--- src/source/rv64_decode_pkg.sv ---
`default_nettype none

package rv64_decode_pkg;

    ////////////////////
    // widths and scalar types
    ////////////////////
    localparam int XLEN = 64;

    typedef logic [31:0]     instr_t;
    typedef logic [XLEN-1:0] xlen_t;
    typedef logic [4:0]      reg_idx_t;
    typedef logic [11:0]     csr_addr_t;
    typedef logic [19:0]     imm_t;        // handed to execution as is
    typedef logic [9:0]      funct_t;      // {funct7, funct3}
    typedef logic [4:0]      opcode_t;     // instr[6:2]
    typedef logic [1:0]      priv_t;
    typedef logic [2:0]      disp_t;
    typedef logic [2:0]      brtype_t;     // return-address-stack hints

    ////////////////////
    // named codes
    ////////////////////
    localparam priv_t PRIV_USER       = 2'd0;
    localparam priv_t PRIV_SUPERVISOR = 2'd1;
    localparam priv_t PRIV_MACHINE    = 2'd3;

    localparam disp_t DISP_NONE      = 3'd0;
    localparam disp_t DISP_LOADSTORE = 3'd1;
    localparam disp_t DISP_SYSMAG    = 3'd2;  // fences and sfence.vma
    localparam disp_t DISP_SHORTINT  = 3'd3;
    localparam disp_t DISP_MULDIV    = 3'd4;
    localparam disp_t DISP_BRANCH    = 3'd5;

    localparam int BR_BIT_BRANCH = 0;
    localparam int BR_BIT_CALL   = 1;
    localparam int BR_BIT_RETURN = 2;

    localparam opcode_t OP_LOAD    = 5'b00000;
    localparam opcode_t OP_MISCMEM = 5'b00011;
    localparam opcode_t OP_OPIMM   = 5'b00100;
    localparam opcode_t OP_AUIPC   = 5'b00101;
    localparam opcode_t OP_OPIMM32 = 5'b00110;
    localparam opcode_t OP_STORE   = 5'b01000;
    localparam opcode_t OP_OP      = 5'b01100;
    localparam opcode_t OP_LUI     = 5'b01101;
    localparam opcode_t OP_OP32    = 5'b01110;
    localparam opcode_t OP_BRANCH  = 5'b11000;
    localparam opcode_t OP_JALR    = 5'b11001;
    localparam opcode_t OP_JAL     = 5'b11011;
    localparam opcode_t OP_SYSTEM  = 5'b11100;

    localparam logic [6:0] FUNCT7_MULDIV = 7'b0000001;
    localparam logic [2:0] FUNCT3_PRIV   = 3'b000;   // system ops that are not CSR ops
    localparam logic [6:0] FUNCT7_ECALL  = 7'b0000000; // ecall and ebreak
    localparam logic [6:0] FUNCT7_SRET   = 7'b0001000; // sret and wfi
    localparam logic [6:0] FUNCT7_MRET   = 7'b0011000;
    localparam logic [6:0] FUNCT7_SFENCE = 7'b0001001;

    ////////////////////
    // records between stages
    ////////////////////
    typedef struct packed {
        instr_t instr;
        xlen_t  pc;
        priv_t  priv;
        logic   pageflt;
        logic   accflt;
        logic   addrmis;
    } fetch_pkt_t;

    typedef struct packed {
        disp_t disp;
        logic  illegal;
        logic  csr_en;
        logic  mret;
        logic  sret;
        logic  ecall;
        logic  ebreak;
        logic  pageflt;
        logic  accflt;
        logic  addrmis;
    } class_t;

    typedef struct packed {
        opcode_t   opcode;
        reg_idx_t  rs1_idx;
        reg_idx_t  rs2_idx;
        reg_idx_t  rd_idx;
        csr_addr_t csr_addr;
        logic      rs1_en;
        logic      rs2_en;
        logic      rd_en;
        funct_t    funct;
        imm_t      imm;
        brtype_t   brtype;
    } operand_t;

endpackage

`default_nettype wire

--- src/source/rv64_classify_stage.sv ---
`default_nettype none
`timescale 1ns/10ps

module rv64_classify_stage
#(
    parameter int ID_WIDTH = 8
)
(
    input  wire                              clk_i,
    input  wire                              arst_n_i,
    input  wire                              valid_i,
    input  wire rv64_decode_pkg::fetch_pkt_t pkt_i,
    input  wire [ID_WIDTH-1:0]               itag_i,
    output logic                             valid_o,
    output rv64_decode_pkg::fetch_pkt_t      pkt_o,
    output rv64_decode_pkg::class_t          class_o,
    output logic [ID_WIDTH-1:0]              itag_o
);

    rv64_decode_pkg::opcode_t   opcode;
    logic [2:0]                 funct3;
    logic [6:0]                 funct7;
    rv64_decode_pkg::reg_idx_t  rs2_idx;
    rv64_decode_pkg::csr_addr_t csr_addr;
    logic                       fetch_fault;
    logic                       priv_op;
    logic                       csr_ok;
    rv64_decode_pkg::disp_t     disp_d;
    logic                       illegal_d;
    rv64_decode_pkg::class_t    class_d;

    assign opcode   = pkt_i.instr[6:2];
    assign funct3   = pkt_i.instr[14:12];
    assign funct7   = pkt_i.instr[31:25];
    assign rs2_idx  = pkt_i.instr[24:20];
    assign csr_addr = pkt_i.instr[31:20];

    assign fetch_fault = pkt_i.pageflt | pkt_i.accflt | pkt_i.addrmis;
    assign priv_op     = (opcode == rv64_decode_pkg::OP_SYSTEM) &&
                         (funct3 == rv64_decode_pkg::FUNCT3_PRIV);
    assign csr_ok      = pkt_i.priv >= csr_addr[9:8];  // csr[9:8] is the lowest privilege

    ////////////////////
    // dispatch and legality
    ////////////////////
    always_comb
    begin
        disp_d    = rv64_decode_pkg::DISP_NONE;
        illegal_d = 1'b1;                              // unknown unless matched
        if (fetch_fault)
        begin
            illegal_d = 1'b0;                          // fault is reported instead
        end
        else
        begin
            case (opcode)
                rv64_decode_pkg::OP_LOAD,
                rv64_decode_pkg::OP_STORE:
                begin
                    disp_d    = rv64_decode_pkg::DISP_LOADSTORE;
                    illegal_d = 1'b0;
                end
                rv64_decode_pkg::OP_MISCMEM:
                begin
                    disp_d    = rv64_decode_pkg::DISP_SYSMAG;
                    illegal_d = 1'b0;
                end
                rv64_decode_pkg::OP_OPIMM,
                rv64_decode_pkg::OP_OPIMM32,
                rv64_decode_pkg::OP_LUI:
                begin
                    disp_d    = rv64_decode_pkg::DISP_SHORTINT;
                    illegal_d = 1'b0;
                end
                rv64_decode_pkg::OP_OP,
                rv64_decode_pkg::OP_OP32:
                begin
                    disp_d    = (funct7 == rv64_decode_pkg::FUNCT7_MULDIV) ?
                                rv64_decode_pkg::DISP_MULDIV : rv64_decode_pkg::DISP_SHORTINT;
                    illegal_d = 1'b0;
                end
                rv64_decode_pkg::OP_AUIPC,
                rv64_decode_pkg::OP_BRANCH,
                rv64_decode_pkg::OP_JAL,
                rv64_decode_pkg::OP_JALR:
                begin
                    disp_d    = rv64_decode_pkg::DISP_BRANCH;
                    illegal_d = 1'b0;
                end
                rv64_decode_pkg::OP_SYSTEM:
                begin
                    if (priv_op)
                    begin
                        case (funct7)
                            rv64_decode_pkg::FUNCT7_ECALL: illegal_d = 1'b0;
                            rv64_decode_pkg::FUNCT7_SRET:  // wfi shares funct7, rs2 = 5
                                illegal_d = !((pkt_i.priv == rv64_decode_pkg::PRIV_SUPERVISOR) ||
                                              (rs2_idx == 5'd5));
                            rv64_decode_pkg::FUNCT7_MRET:
                                illegal_d = pkt_i.priv != rv64_decode_pkg::PRIV_MACHINE;
                            rv64_decode_pkg::FUNCT7_SFENCE:
                            begin
                                disp_d    = rv64_decode_pkg::DISP_SYSMAG;
                                illegal_d = 1'b0;
                            end
                            default:       illegal_d = 1'b1;
                        endcase
                    end
                    else if (csr_ok)
                    begin
                        disp_d    = rv64_decode_pkg::DISP_SHORTINT;  // csr ops run in the alu
                        illegal_d = 1'b0;
                    end
                end
                default:           illegal_d = 1'b1;  // fp, amo, reserved
            endcase
        end
    end

    assign class_d = '{
        disp:    disp_d,
        illegal: illegal_d,
        csr_en:  (opcode == rv64_decode_pkg::OP_SYSTEM) && !priv_op && csr_ok,
        mret:    !illegal_d && priv_op && (funct7 == rv64_decode_pkg::FUNCT7_MRET) &&
                 (rs2_idx == 5'd2),
        sret:    !illegal_d && priv_op && (funct7 == rv64_decode_pkg::FUNCT7_SRET) &&
                 (rs2_idx == 5'd2),
        ecall:   !illegal_d && priv_op && (funct7 == rv64_decode_pkg::FUNCT7_ECALL) &&
                 (rs2_idx == 5'd0),
        ebreak:  !illegal_d && priv_op && (funct7 == rv64_decode_pkg::FUNCT7_ECALL) &&
                 (rs2_idx == 5'd1),
        pageflt: pkt_i.pageflt,
        accflt:  pkt_i.accflt,
        addrmis: pkt_i.addrmis
    };

    ////////////////////
    // stage register
    ////////////////////
    always_ff @(posedge clk_i or negedge arst_n_i)
    begin
        if (!arst_n_i)
        begin
            valid_o <= 1'b0;
            pkt_o   <= '0;
            class_o <= '0;
            itag_o  <= '0;
        end
        else
        begin
            valid_o <= valid_i;
            if (valid_i)                               // hold through bubbles
            begin
                pkt_o   <= pkt_i;
                class_o <= class_d;
                itag_o  <= itag_i;
            end
        end
    end

    // an illegal instruction never leaves with a dispatch target
    illegal_no_disp_a: assert property (@(posedge clk_i) disable iff (!arst_n_i)
        valid_o && class_o.illegal |-> (class_o.disp == rv64_decode_pkg::DISP_NONE));

endmodule

`default_nettype wire

--- src/source/rv64_decode_pipe.sv ---
`default_nettype none
`timescale 1ns/10ps

module rv64_decode_pipe
#(
    parameter int ID_WIDTH = 8
)
(
    input  wire                               clk_i,
    input  wire                               arst_n_i,
    input  wire                               instr_valid_i,
    input  wire rv64_decode_pkg::instr_t      instr_i,
    input  wire rv64_decode_pkg::xlen_t       instr_pc_i,
    input  wire rv64_decode_pkg::priv_t       instr_priv_i,
    input  wire                               instr_pageflt_i,
    input  wire                               instr_accflt_i,
    input  wire                               instr_addrmis_i,
    input  wire [ID_WIDTH-1:0]                instr_id_i,
    output wire                               dec_valid_o,
    output wire rv64_decode_pkg::xlen_t       dec_pc_o,
    output wire [ID_WIDTH-1:0]                dec_itag_o,
    output wire rv64_decode_pkg::class_t      dec_class_o,
    output wire rv64_decode_pkg::operand_t    dec_ops_o
);

    logic                        s1_valid;
    rv64_decode_pkg::fetch_pkt_t s1_pkt;
    rv64_decode_pkg::class_t     s1_class;
    logic [ID_WIDTH-1:0]         s1_itag;

    rv64_classify_stage #(
        .ID_WIDTH (ID_WIDTH)
    ) rv64_classify_stage_i (
        .clk_i    (clk_i),
        .arst_n_i (arst_n_i),
        .valid_i  (instr_valid_i),
        .pkt_i    (rv64_decode_pkg::fetch_pkt_t'{
                       instr:   instr_i,
                       pc:      instr_pc_i,
                       priv:    instr_priv_i,
                       pageflt: instr_pageflt_i,
                       accflt:  instr_accflt_i,
                       addrmis: instr_addrmis_i}),
        .itag_i   (instr_id_i),
        .valid_o  (s1_valid),
        .pkt_o    (s1_pkt),
        .class_o  (s1_class),
        .itag_o   (s1_itag)
    );

    rv64_operand_stage #(
        .ID_WIDTH (ID_WIDTH)
    ) rv64_operand_stage_i (
        .clk_i    (clk_i),
        .arst_n_i (arst_n_i),
        .valid_i  (s1_valid),
        .pkt_i    (s1_pkt),
        .class_i  (s1_class),
        .itag_i   (s1_itag),
        .valid_o  (dec_valid_o),              // two cycles after instr_valid_i
        .pc_o     (dec_pc_o),
        .class_o  (dec_class_o),
        .ops_o    (dec_ops_o),
        .itag_o   (dec_itag_o)
    );

endmodule

`default_nettype wire

--- src/source/rv64_imm_extract.sv ---
`default_nettype none
`timescale 1ns/10ps

module rv64_imm_extract
(
    input  wire rv64_decode_pkg::instr_t instr_i,
    output rv64_decode_pkg::imm_t        imm_o
);

    rv64_decode_pkg::opcode_t opcode;
    rv64_decode_pkg::imm_t    imm_i_type;
    rv64_decode_pkg::imm_t    imm_s_type;
    rv64_decode_pkg::imm_t    imm_b_type;
    rv64_decode_pkg::imm_t    imm_j_type;
    rv64_decode_pkg::imm_t    imm_u_type;
    rv64_decode_pkg::imm_t    imm_csr;

    assign opcode = instr_i[6:2];

    assign imm_i_type = {{8{instr_i[31]}}, instr_i[31:20]};
    assign imm_s_type = {{8{instr_i[31]}}, instr_i[31:25], instr_i[11:7]};
    assign imm_b_type = {{8{instr_i[31]}}, instr_i[31], instr_i[7],
                         instr_i[30:25], instr_i[11:8]};  // offset[12:1]
    assign imm_j_type = {instr_i[31], instr_i[19:12], instr_i[20],
                         instr_i[30:21]};                 // offset[20:1]
    assign imm_u_type = instr_i[31:12];
    assign imm_csr    = {15'b0, instr_i[19:15]};          // uimm of csrr*i

    always_comb
    begin
        case (opcode)
            rv64_decode_pkg::OP_OPIMM,
            rv64_decode_pkg::OP_OPIMM32,
            rv64_decode_pkg::OP_LOAD,
            rv64_decode_pkg::OP_JALR:   imm_o = imm_i_type;
            rv64_decode_pkg::OP_STORE:  imm_o = imm_s_type;
            rv64_decode_pkg::OP_BRANCH: imm_o = imm_b_type;
            rv64_decode_pkg::OP_JAL:    imm_o = imm_j_type;
            rv64_decode_pkg::OP_LUI,
            rv64_decode_pkg::OP_AUIPC:  imm_o = imm_u_type;
            rv64_decode_pkg::OP_SYSTEM: imm_o = imm_csr;
            default:                    imm_o = '0;
        endcase
    end

endmodule

`default_nettype wire

--- src/source/rv64_operand_stage.sv ---
`default_nettype none
`timescale 1ns/10ps

module rv64_operand_stage
#(
    parameter int ID_WIDTH = 8
)
(
    input  wire                              clk_i,
    input  wire                              arst_n_i,
    input  wire                              valid_i,
    input  wire rv64_decode_pkg::fetch_pkt_t pkt_i,
    input  wire rv64_decode_pkg::class_t     class_i,
    input  wire [ID_WIDTH-1:0]               itag_i,
    output logic                             valid_o,
    output rv64_decode_pkg::xlen_t           pc_o,
    output rv64_decode_pkg::class_t          class_o,
    output rv64_decode_pkg::operand_t        ops_o,
    output logic [ID_WIDTH-1:0]              itag_o
);

    rv64_decode_pkg::opcode_t  opcode;
    logic [2:0]                funct3;
    logic [6:0]                funct7;
    rv64_decode_pkg::reg_idx_t rs1_idx;
    rv64_decode_pkg::reg_idx_t rd_idx;
    rv64_decode_pkg::funct_t   funct;
    logic                      rs1_en;
    logic                      rs2_en;
    logic                      rd_en;
    rv64_decode_pkg::imm_t     imm;
    logic                      rd_link;
    logic                      rs1_link;
    rv64_decode_pkg::brtype_t  brtype;
    rv64_decode_pkg::operand_t ops_d;

    assign opcode  = pkt_i.instr[6:2];
    assign funct3  = pkt_i.instr[14:12];
    assign funct7  = pkt_i.instr[31:25];
    assign rs1_idx = pkt_i.instr[19:15];
    assign rd_idx  = pkt_i.instr[11:7];

    rv64_imm_extract rv64_imm_extract_i
    (
        .instr_i (pkt_i.instr),
        .imm_o   (imm)
    );

    ////////////////////
    // funct and integer enables
    ////////////////////
    always_comb
    begin
        funct  = '0;
        rs1_en = 1'b0;
        rs2_en = 1'b0;
        rd_en  = 1'b0;
        case (opcode)
            rv64_decode_pkg::OP_LOAD:
            begin
                funct  = {7'b0, funct3};
                rs1_en = 1'b1;
                rd_en  = 1'b1;
            end
            rv64_decode_pkg::OP_STORE,
            rv64_decode_pkg::OP_BRANCH:
            begin
                funct  = {7'b0, funct3};
                rs1_en = 1'b1;
                rs2_en = 1'b1;
            end
            rv64_decode_pkg::OP_OP,
            rv64_decode_pkg::OP_OP32:
            begin
                funct  = {funct7, funct3};
                rs1_en = 1'b1;
                rs2_en = 1'b1;
                rd_en  = 1'b1;
            end
            rv64_decode_pkg::OP_OPIMM,
            rv64_decode_pkg::OP_OPIMM32:
            begin
                funct  = {funct7, funct3};             // funct7 tells srai from srli
                rs1_en = 1'b1;
                rd_en  = 1'b1;
            end
            rv64_decode_pkg::OP_LUI,
            rv64_decode_pkg::OP_AUIPC,
            rv64_decode_pkg::OP_JAL:   rd_en = 1'b1;
            rv64_decode_pkg::OP_JALR:
            begin
                funct  = {7'b0, funct3};
                rs1_en = 1'b1;
                rd_en  = 1'b1;
            end
            rv64_decode_pkg::OP_SYSTEM:
            begin
                if (funct3 != rv64_decode_pkg::FUNCT3_PRIV)
                begin
                    funct  = {7'b0, funct3};           // csr op
                    rs1_en = 1'b1;
                    rd_en  = 1'b1;
                end
                else
                begin
                    funct = {funct7, funct3};
                end
            end
            rv64_decode_pkg::OP_MISCMEM: funct = {funct7, funct3};
            default:                     funct = '0;
        endcase
    end

    // return-address-stack hints, x1 and x5 are link registers
    assign rd_link  = (rd_idx == 5'd1) || (rd_idx == 5'd5);
    assign rs1_link = (rs1_idx == 5'd1) || (rs1_idx == 5'd5);

    assign brtype[rv64_decode_pkg::BR_BIT_BRANCH] = (opcode == rv64_decode_pkg::OP_BRANCH) ||
                                                    (opcode == rv64_decode_pkg::OP_JAL);
    assign brtype[rv64_decode_pkg::BR_BIT_CALL]   = ((opcode == rv64_decode_pkg::OP_JAL) ||
                                                     (opcode == rv64_decode_pkg::OP_JALR)) &&
                                                    rd_link;
    assign brtype[rv64_decode_pkg::BR_BIT_RETURN] = (opcode == rv64_decode_pkg::OP_JALR) &&
                                                    rs1_link &&
                                                    !(rd_link && (rd_idx == rs1_idx));

    assign ops_d = '{
        opcode:   opcode,
        rs1_idx:  rs1_idx,
        rs2_idx:  pkt_i.instr[24:20],
        rd_idx:   rd_idx,
        csr_addr: pkt_i.instr[31:20],
        rs1_en:   rs1_en,
        rs2_en:   rs2_en,
        rd_en:    rd_en,
        funct:    funct,
        imm:      imm,
        brtype:   brtype
    };

    ////////////////////
    // stage register
    ////////////////////
    always_ff @(posedge clk_i or negedge arst_n_i)
    begin
        if (!arst_n_i)
        begin
            valid_o <= 1'b0;
            pc_o    <= '0;
            class_o <= '0;
            ops_o   <= '0;
            itag_o  <= '0;
        end
        else
        begin
            valid_o <= valid_i;
            if (valid_i)
            begin
                pc_o    <= pkt_i.pc;
                class_o <= class_i;                    // classify result rides along
                ops_o   <= ops_d;
                itag_o  <= itag_i;
            end
        end
    end

    // the strobe must stay clean once the whole pipe is out of reset
    valid_known_a: assert property (@(posedge clk_i) disable iff (!arst_n_i)
        !$isunknown(valid_o));

endmodule

`default_nettype wire

--- config.mk ---
export PLATFORM = sky130hd
export DESIGN_NAME = rv64_decode_pipe
export DESIGN_NICKNAME = d
export VERILOG_FILES = /design/src/source/rv64_decode_pkg.sv /design/src/source/rv64_classify_stage.sv /design/src/source/rv64_decode_pipe.sv /design/src/source/rv64_imm_extract.sv /design/src/source/rv64_operand_stage.sv
export SDC_FILE = /design/constraint.sdc
export NUM_CORES = 1
export LEC_CHECK = 0
export BUFFER_PORTS_ARGS = -buffer_cell sky130_fd_sc_hd__buf_2
export CAP_MARGIN = 20
export CORE_ASPECT_RATIO = 0.7
export CORE_MARGIN = 2
export CORE_UTILIZATION = 42
export DETAILED_ROUTE_END_ITERATION = 8
export GPL_TIMING_DRIVEN = 0
export PLACE_DENSITY = 0.7
export SETUP_SLACK_MARGIN = 0.15
export SYNTH_ARGS = -nofsm -noshare
export SYNTH_HDL_FRONTEND = slang
export SYNTH_SLANG_ARGS = --single-unit
--- constraint.sdc ---
create_clock -name clk_i -period 3.79 [get_ports clk_i]
set_input_delay 0.758 -clock clk_i [delete_from_list [all_inputs] [get_ports clk_i]]
set_output_delay 0.758 -clock clk_i [all_outputs]
set_load 0.02 [all_outputs]
==> out/metrics.csv <==
stage,metric,value,unit
critical_path,startpoint class of the critical path,flip-flop,
placement,placed insts,1346,
drt,# DRC,0,
critical_path,Worst Reg-to-Reg Cells,4,
global_routing,first-pass GRT wire length,44700,um
critical_path,reg2reg end,rv64_operand_stage_i.ops_o[65],
yosys,syn_nets,867,
floorplan,die area,27100,sq um
yosys,synth warn,0,
clock_tree,clk sinks,263,
power_and_ir_drop,Leak,6.33,nW
yosys,asr flop ratio synth,100,%
drt,Antenna Violating Nets Remaining,0,
critical_path,CP endpoint kind,flip-flop,
finish,Non-Filler Instances,1398,
clock_tree,PostCTS Resize Cnt,0,
floorplan,die width,196,um
drt,total wire length,28200,um
global_routing,GRT Util Overall,21.0,%
timing,worst slew pin tran,0.833,ns
drt,WL/cell,20.2,um
timing,Setup-failing EPs final,0,
floorplan,Initial Util,42.4,%
floorplan,Die H,138,um
power_and_ir_drop,Max IR drop VDD,0.000342,V
critical_path,Crit Path Category,reg -> reg,
worst_hold_path,worst min path class,in -> async,
run_status,status,finished clean,
floorplan,Site Rows,49,
critical_path,Critical Path Fanout Max,10,
timing,crit share post-route,61.0,%
yosys,sequential area share after synthesis,60.8,%
timing,Max transition margin,44.5,%
drt,via count,7517,
finish,Area Growth Syn to Fin,25.3,%
power_and_ir_drop,Pwr per Cell Area,542,nW/um^2
yosys,Avg Inst Size Synth,14.4,sq um
clock_tree,Num CTS Buffers,27,
drt,vias per inst,5.38,
placement,dpl hpwl,20600,um
global_routing,initial antenna violation count,5,
power_and_ir_drop,Int Pwr,5.36,mW
global_routing,vias in the first global route,7678,
finish,Util after Layout,53.2,%
clock_tree,# hold bufs at CTS,0,
timing,post-route minimum period,2.31,ns
floorplan,I/O pin count,265,
clock_tree,CTS HTree Levels,1,
run,max cap viols,0,
yosys,mapped cell area,10800,sq um
global_routing,largest net degree at the start of global routing,121,
timing,Final Max Slew Viols,0,
critical_path,critical path arrival,2.72,ns
placement,Final GP Congestion,0.862,
yosys,Synth Instances,753,
critical_path,Reg2Reg Setup Slack,1.48,ns
power_and_ir_drop,logic gate share of total power,16.4,%
drt,Initial DRT Pass Iterations,6,
critical_path,CP required,4.20,ns
power_and_ir_drop,Sw Share,27.1,%
timing,Worst Clk Skew,0.0103,ns
power_and_ir_drop,sw power,1.99,mW
yosys,prevailing post-synth register cell,dfrtp_1,
clock_tree,Max Buffers Root-to-Sink,3,
clock_tree,root buffer cell,clkbuf_16,
clock_tree,Worst-Skew Late Latency,0.53,ns
clock_tree,CTS tree,yes,
finish,nets,1159,
clock_tree,"Setup Fix Bufs, Post-CTS",0,
placement,Placement Setup Slack,1.11,ns
yosys,"EDFF count, synth",0,
power_and_ir_drop,Clock power frac,38.2,%
yosys,Cell variety after synth,65,
timing,Hold Fails Final Rpt,0,
finish,layout cells sized above 1,53.1,%
critical_path,worst r2r src,rv64_classify_stage_i.valid_o,
timing,Fmax,433,MHz
power_and_ir_drop,sequential share of power,45.3,%
clock_tree,"Clk pin slew, worst setup/hold paths",0.06,ns
timing,unrepaired setup endpoints after global routing,no,
global_routing,Overflow after GRT,0,
drt,DRT iter0 DRCs,678,
yosys,"FF+latch count, synth",263,
floorplan,core footprint,25500,sq um
timing,PnR worst setup slack,1.48,ns
placement,Buffers on Ports,260,
-- layer usage --
layer	vias to the layer above	global-route usage, %	wire length, um
met5	-	0	57
met1	3797	30.2	12500
met3	51	6.78	2670
met4	8	4.39	570
li1	3351	-	-
met2	310	31.3	12400
-- power by group through the flow --
stage | combinational [mW] | sequential, mW | clock, mW
after floorplan | 0.500 | 3.57 | 0
after global placement | 1.19 | 3.36 | 0
after detailed placement | 1.22 | 3.38 | 0
after CTS | 1.22 | 3.33 | 2.88
after global routing | 1.30 | 3.38 | 3.00
final | 1.21 | 3.34 | 2.81
-- state kept, by name (all words and copies together), names as in the netlist --
name                           cells
rv64_classify_stage_i.valid_o      1
rv64_operand_stage_i.valid_o       1
rv64_operand_stage_i.class_o      12
rv64_classify_stage_i.itag_o       8
rv64_classify_stage_i.pkt_o       94
rv64_operand_stage_i.ops_o        63
rv64_operand_stage_i.pc_o         64
rv64_operand_stage_i.itag_o        8
rv64_classify_stage_i.class_o     12
-- cells by family (layout without fill, tap and decap cells) --
| logic type | count (synthesis) | after routing | synth area share (%) |
|---|---|---|---|
| multiplexers | 219 | 219 | 22.8 |
| adder cells (fa/ha/maj) | 3 | 3 | 0.324 |
| XOR/XNOR | 1 | 1 | 0.0809 |
| AND/OR/NAND/NOR | 92 | 92 | 5.13 |
| flip-flops | 263 | 263 | 60.8 |
| AO/OA/AOI/OAI | 112 | 112 | 7.97 |
| buffers and inverters | 63 | 376 | 2.90 |
| other | 0 | 1 | 0 |
-- placed cells by master, fill, tap and decap left out, types with 3 or more instances in the layout --
master,Yosys,routed
o2bb2ai_1,13,13
clkbuf_1,16,24
clkbuf_16,0,27
nor4_1,4,4
inv_1,12,12
mux2_2,218,218
clkbuf_8,0,3
nor2_1,16,16
a32oi_1,4,4
buf_4,8,9
a22o_1,12,12
a21o_1,11,11
buf_6,3,3
nand2b_1,6,6
a21oi_1,20,20
buf_1,3,3
nand4_1,5,5
nor3_1,8,8
o21a_1,3,3
o21ai_0,8,8
a222oi_1,13,13
nor2b_1,5,5
nand2_1,18,18
bufinv_16,0,5
nand3_1,5,5
a22oi_1,8,8
buf_2,20,279
dfrtp_1,263,263
-- worst max-delay path: stages, from the launching register on --
cell and delay (ns):
dfrtp_1 0.34, clkbuf_1 0.44, clkbuf_1 0.57, buf_2 0.45
mux2_2 0.38
-- final cells by class --
type / instances / area, sq um
Antenna cell: 1 / 2.50
Buffer: 50 / 265
Clock buffer: 38 / 747
Clock inverter: 12 / 201
Fill cell: 2231 / 11900
Inverter: 13 / 48.8
Multi-Input combinational cell: 427 / 3930
Sequential cell: 263 / 6580
Tap cell: 331 / 414
Timing Repair Buffer: 263 / 1370
-- cells in the mapped netlist, types with 11 or more instances --
library cell,n,area (sq um)
nor2_1,16,60.1
nand2_1,18,67.6
a22o_1,12,105
dfrtp_1,263,6580
buf_2,20,100
mux2_2,218,2450
inv_1,12,45.0
o2bb2ai_1,13,114
clkbuf_1,16,60.1
a222oi_1,13,130
a21oi_1,20,100
a21o_1,11,82.6
-- per-stage QoR --
stage | hold slack [ns] | area [sq um] | TNS [ns] | total power [mW]
after detailed placement | 0.365 | 12600 | 0 | 4.60
after global placement | 0.355 | 12500 | -732.18 | 4.55
after CTS | 0.162 | 13600 | 0 | 7.44
after floorplan | 0.352 | 10800 | 0 | 4.07
final | 0.147 | 13600 | 0 | 7.36
after global routing | 0.181 | 13600 | 0 | 7.68
-- how the worst max path moves through the flow --
| stage | startpoint | to | slack, ns |
|---|---|---|---|
| final | rv64_classify_stage_i.valid_o | rv64_operand_stage_i.ops_o[65] | 1.48 |
| after global routing | rv64_classify_stage_i.valid_o | rv64_operand_stage_i.ops_o[65] | 1.29 |
| after CTS | rv64_classify_stage_i.valid_o | rv64_operand_stage_i.ops_o[65] | 1.34 |
| after detailed placement | instr_valid_i | rv64_classify_stage_i.pkt_o[58] | 1.11 |
| after global placement | arst_n_i | rv64_operand_stage_i.pc_o[61] | -2.82 |
| after floorplan | instr_i[6] | rv64_classify_stage_i.class_o[6] | 1.85 |
Power figures use the tool's default switching activity.
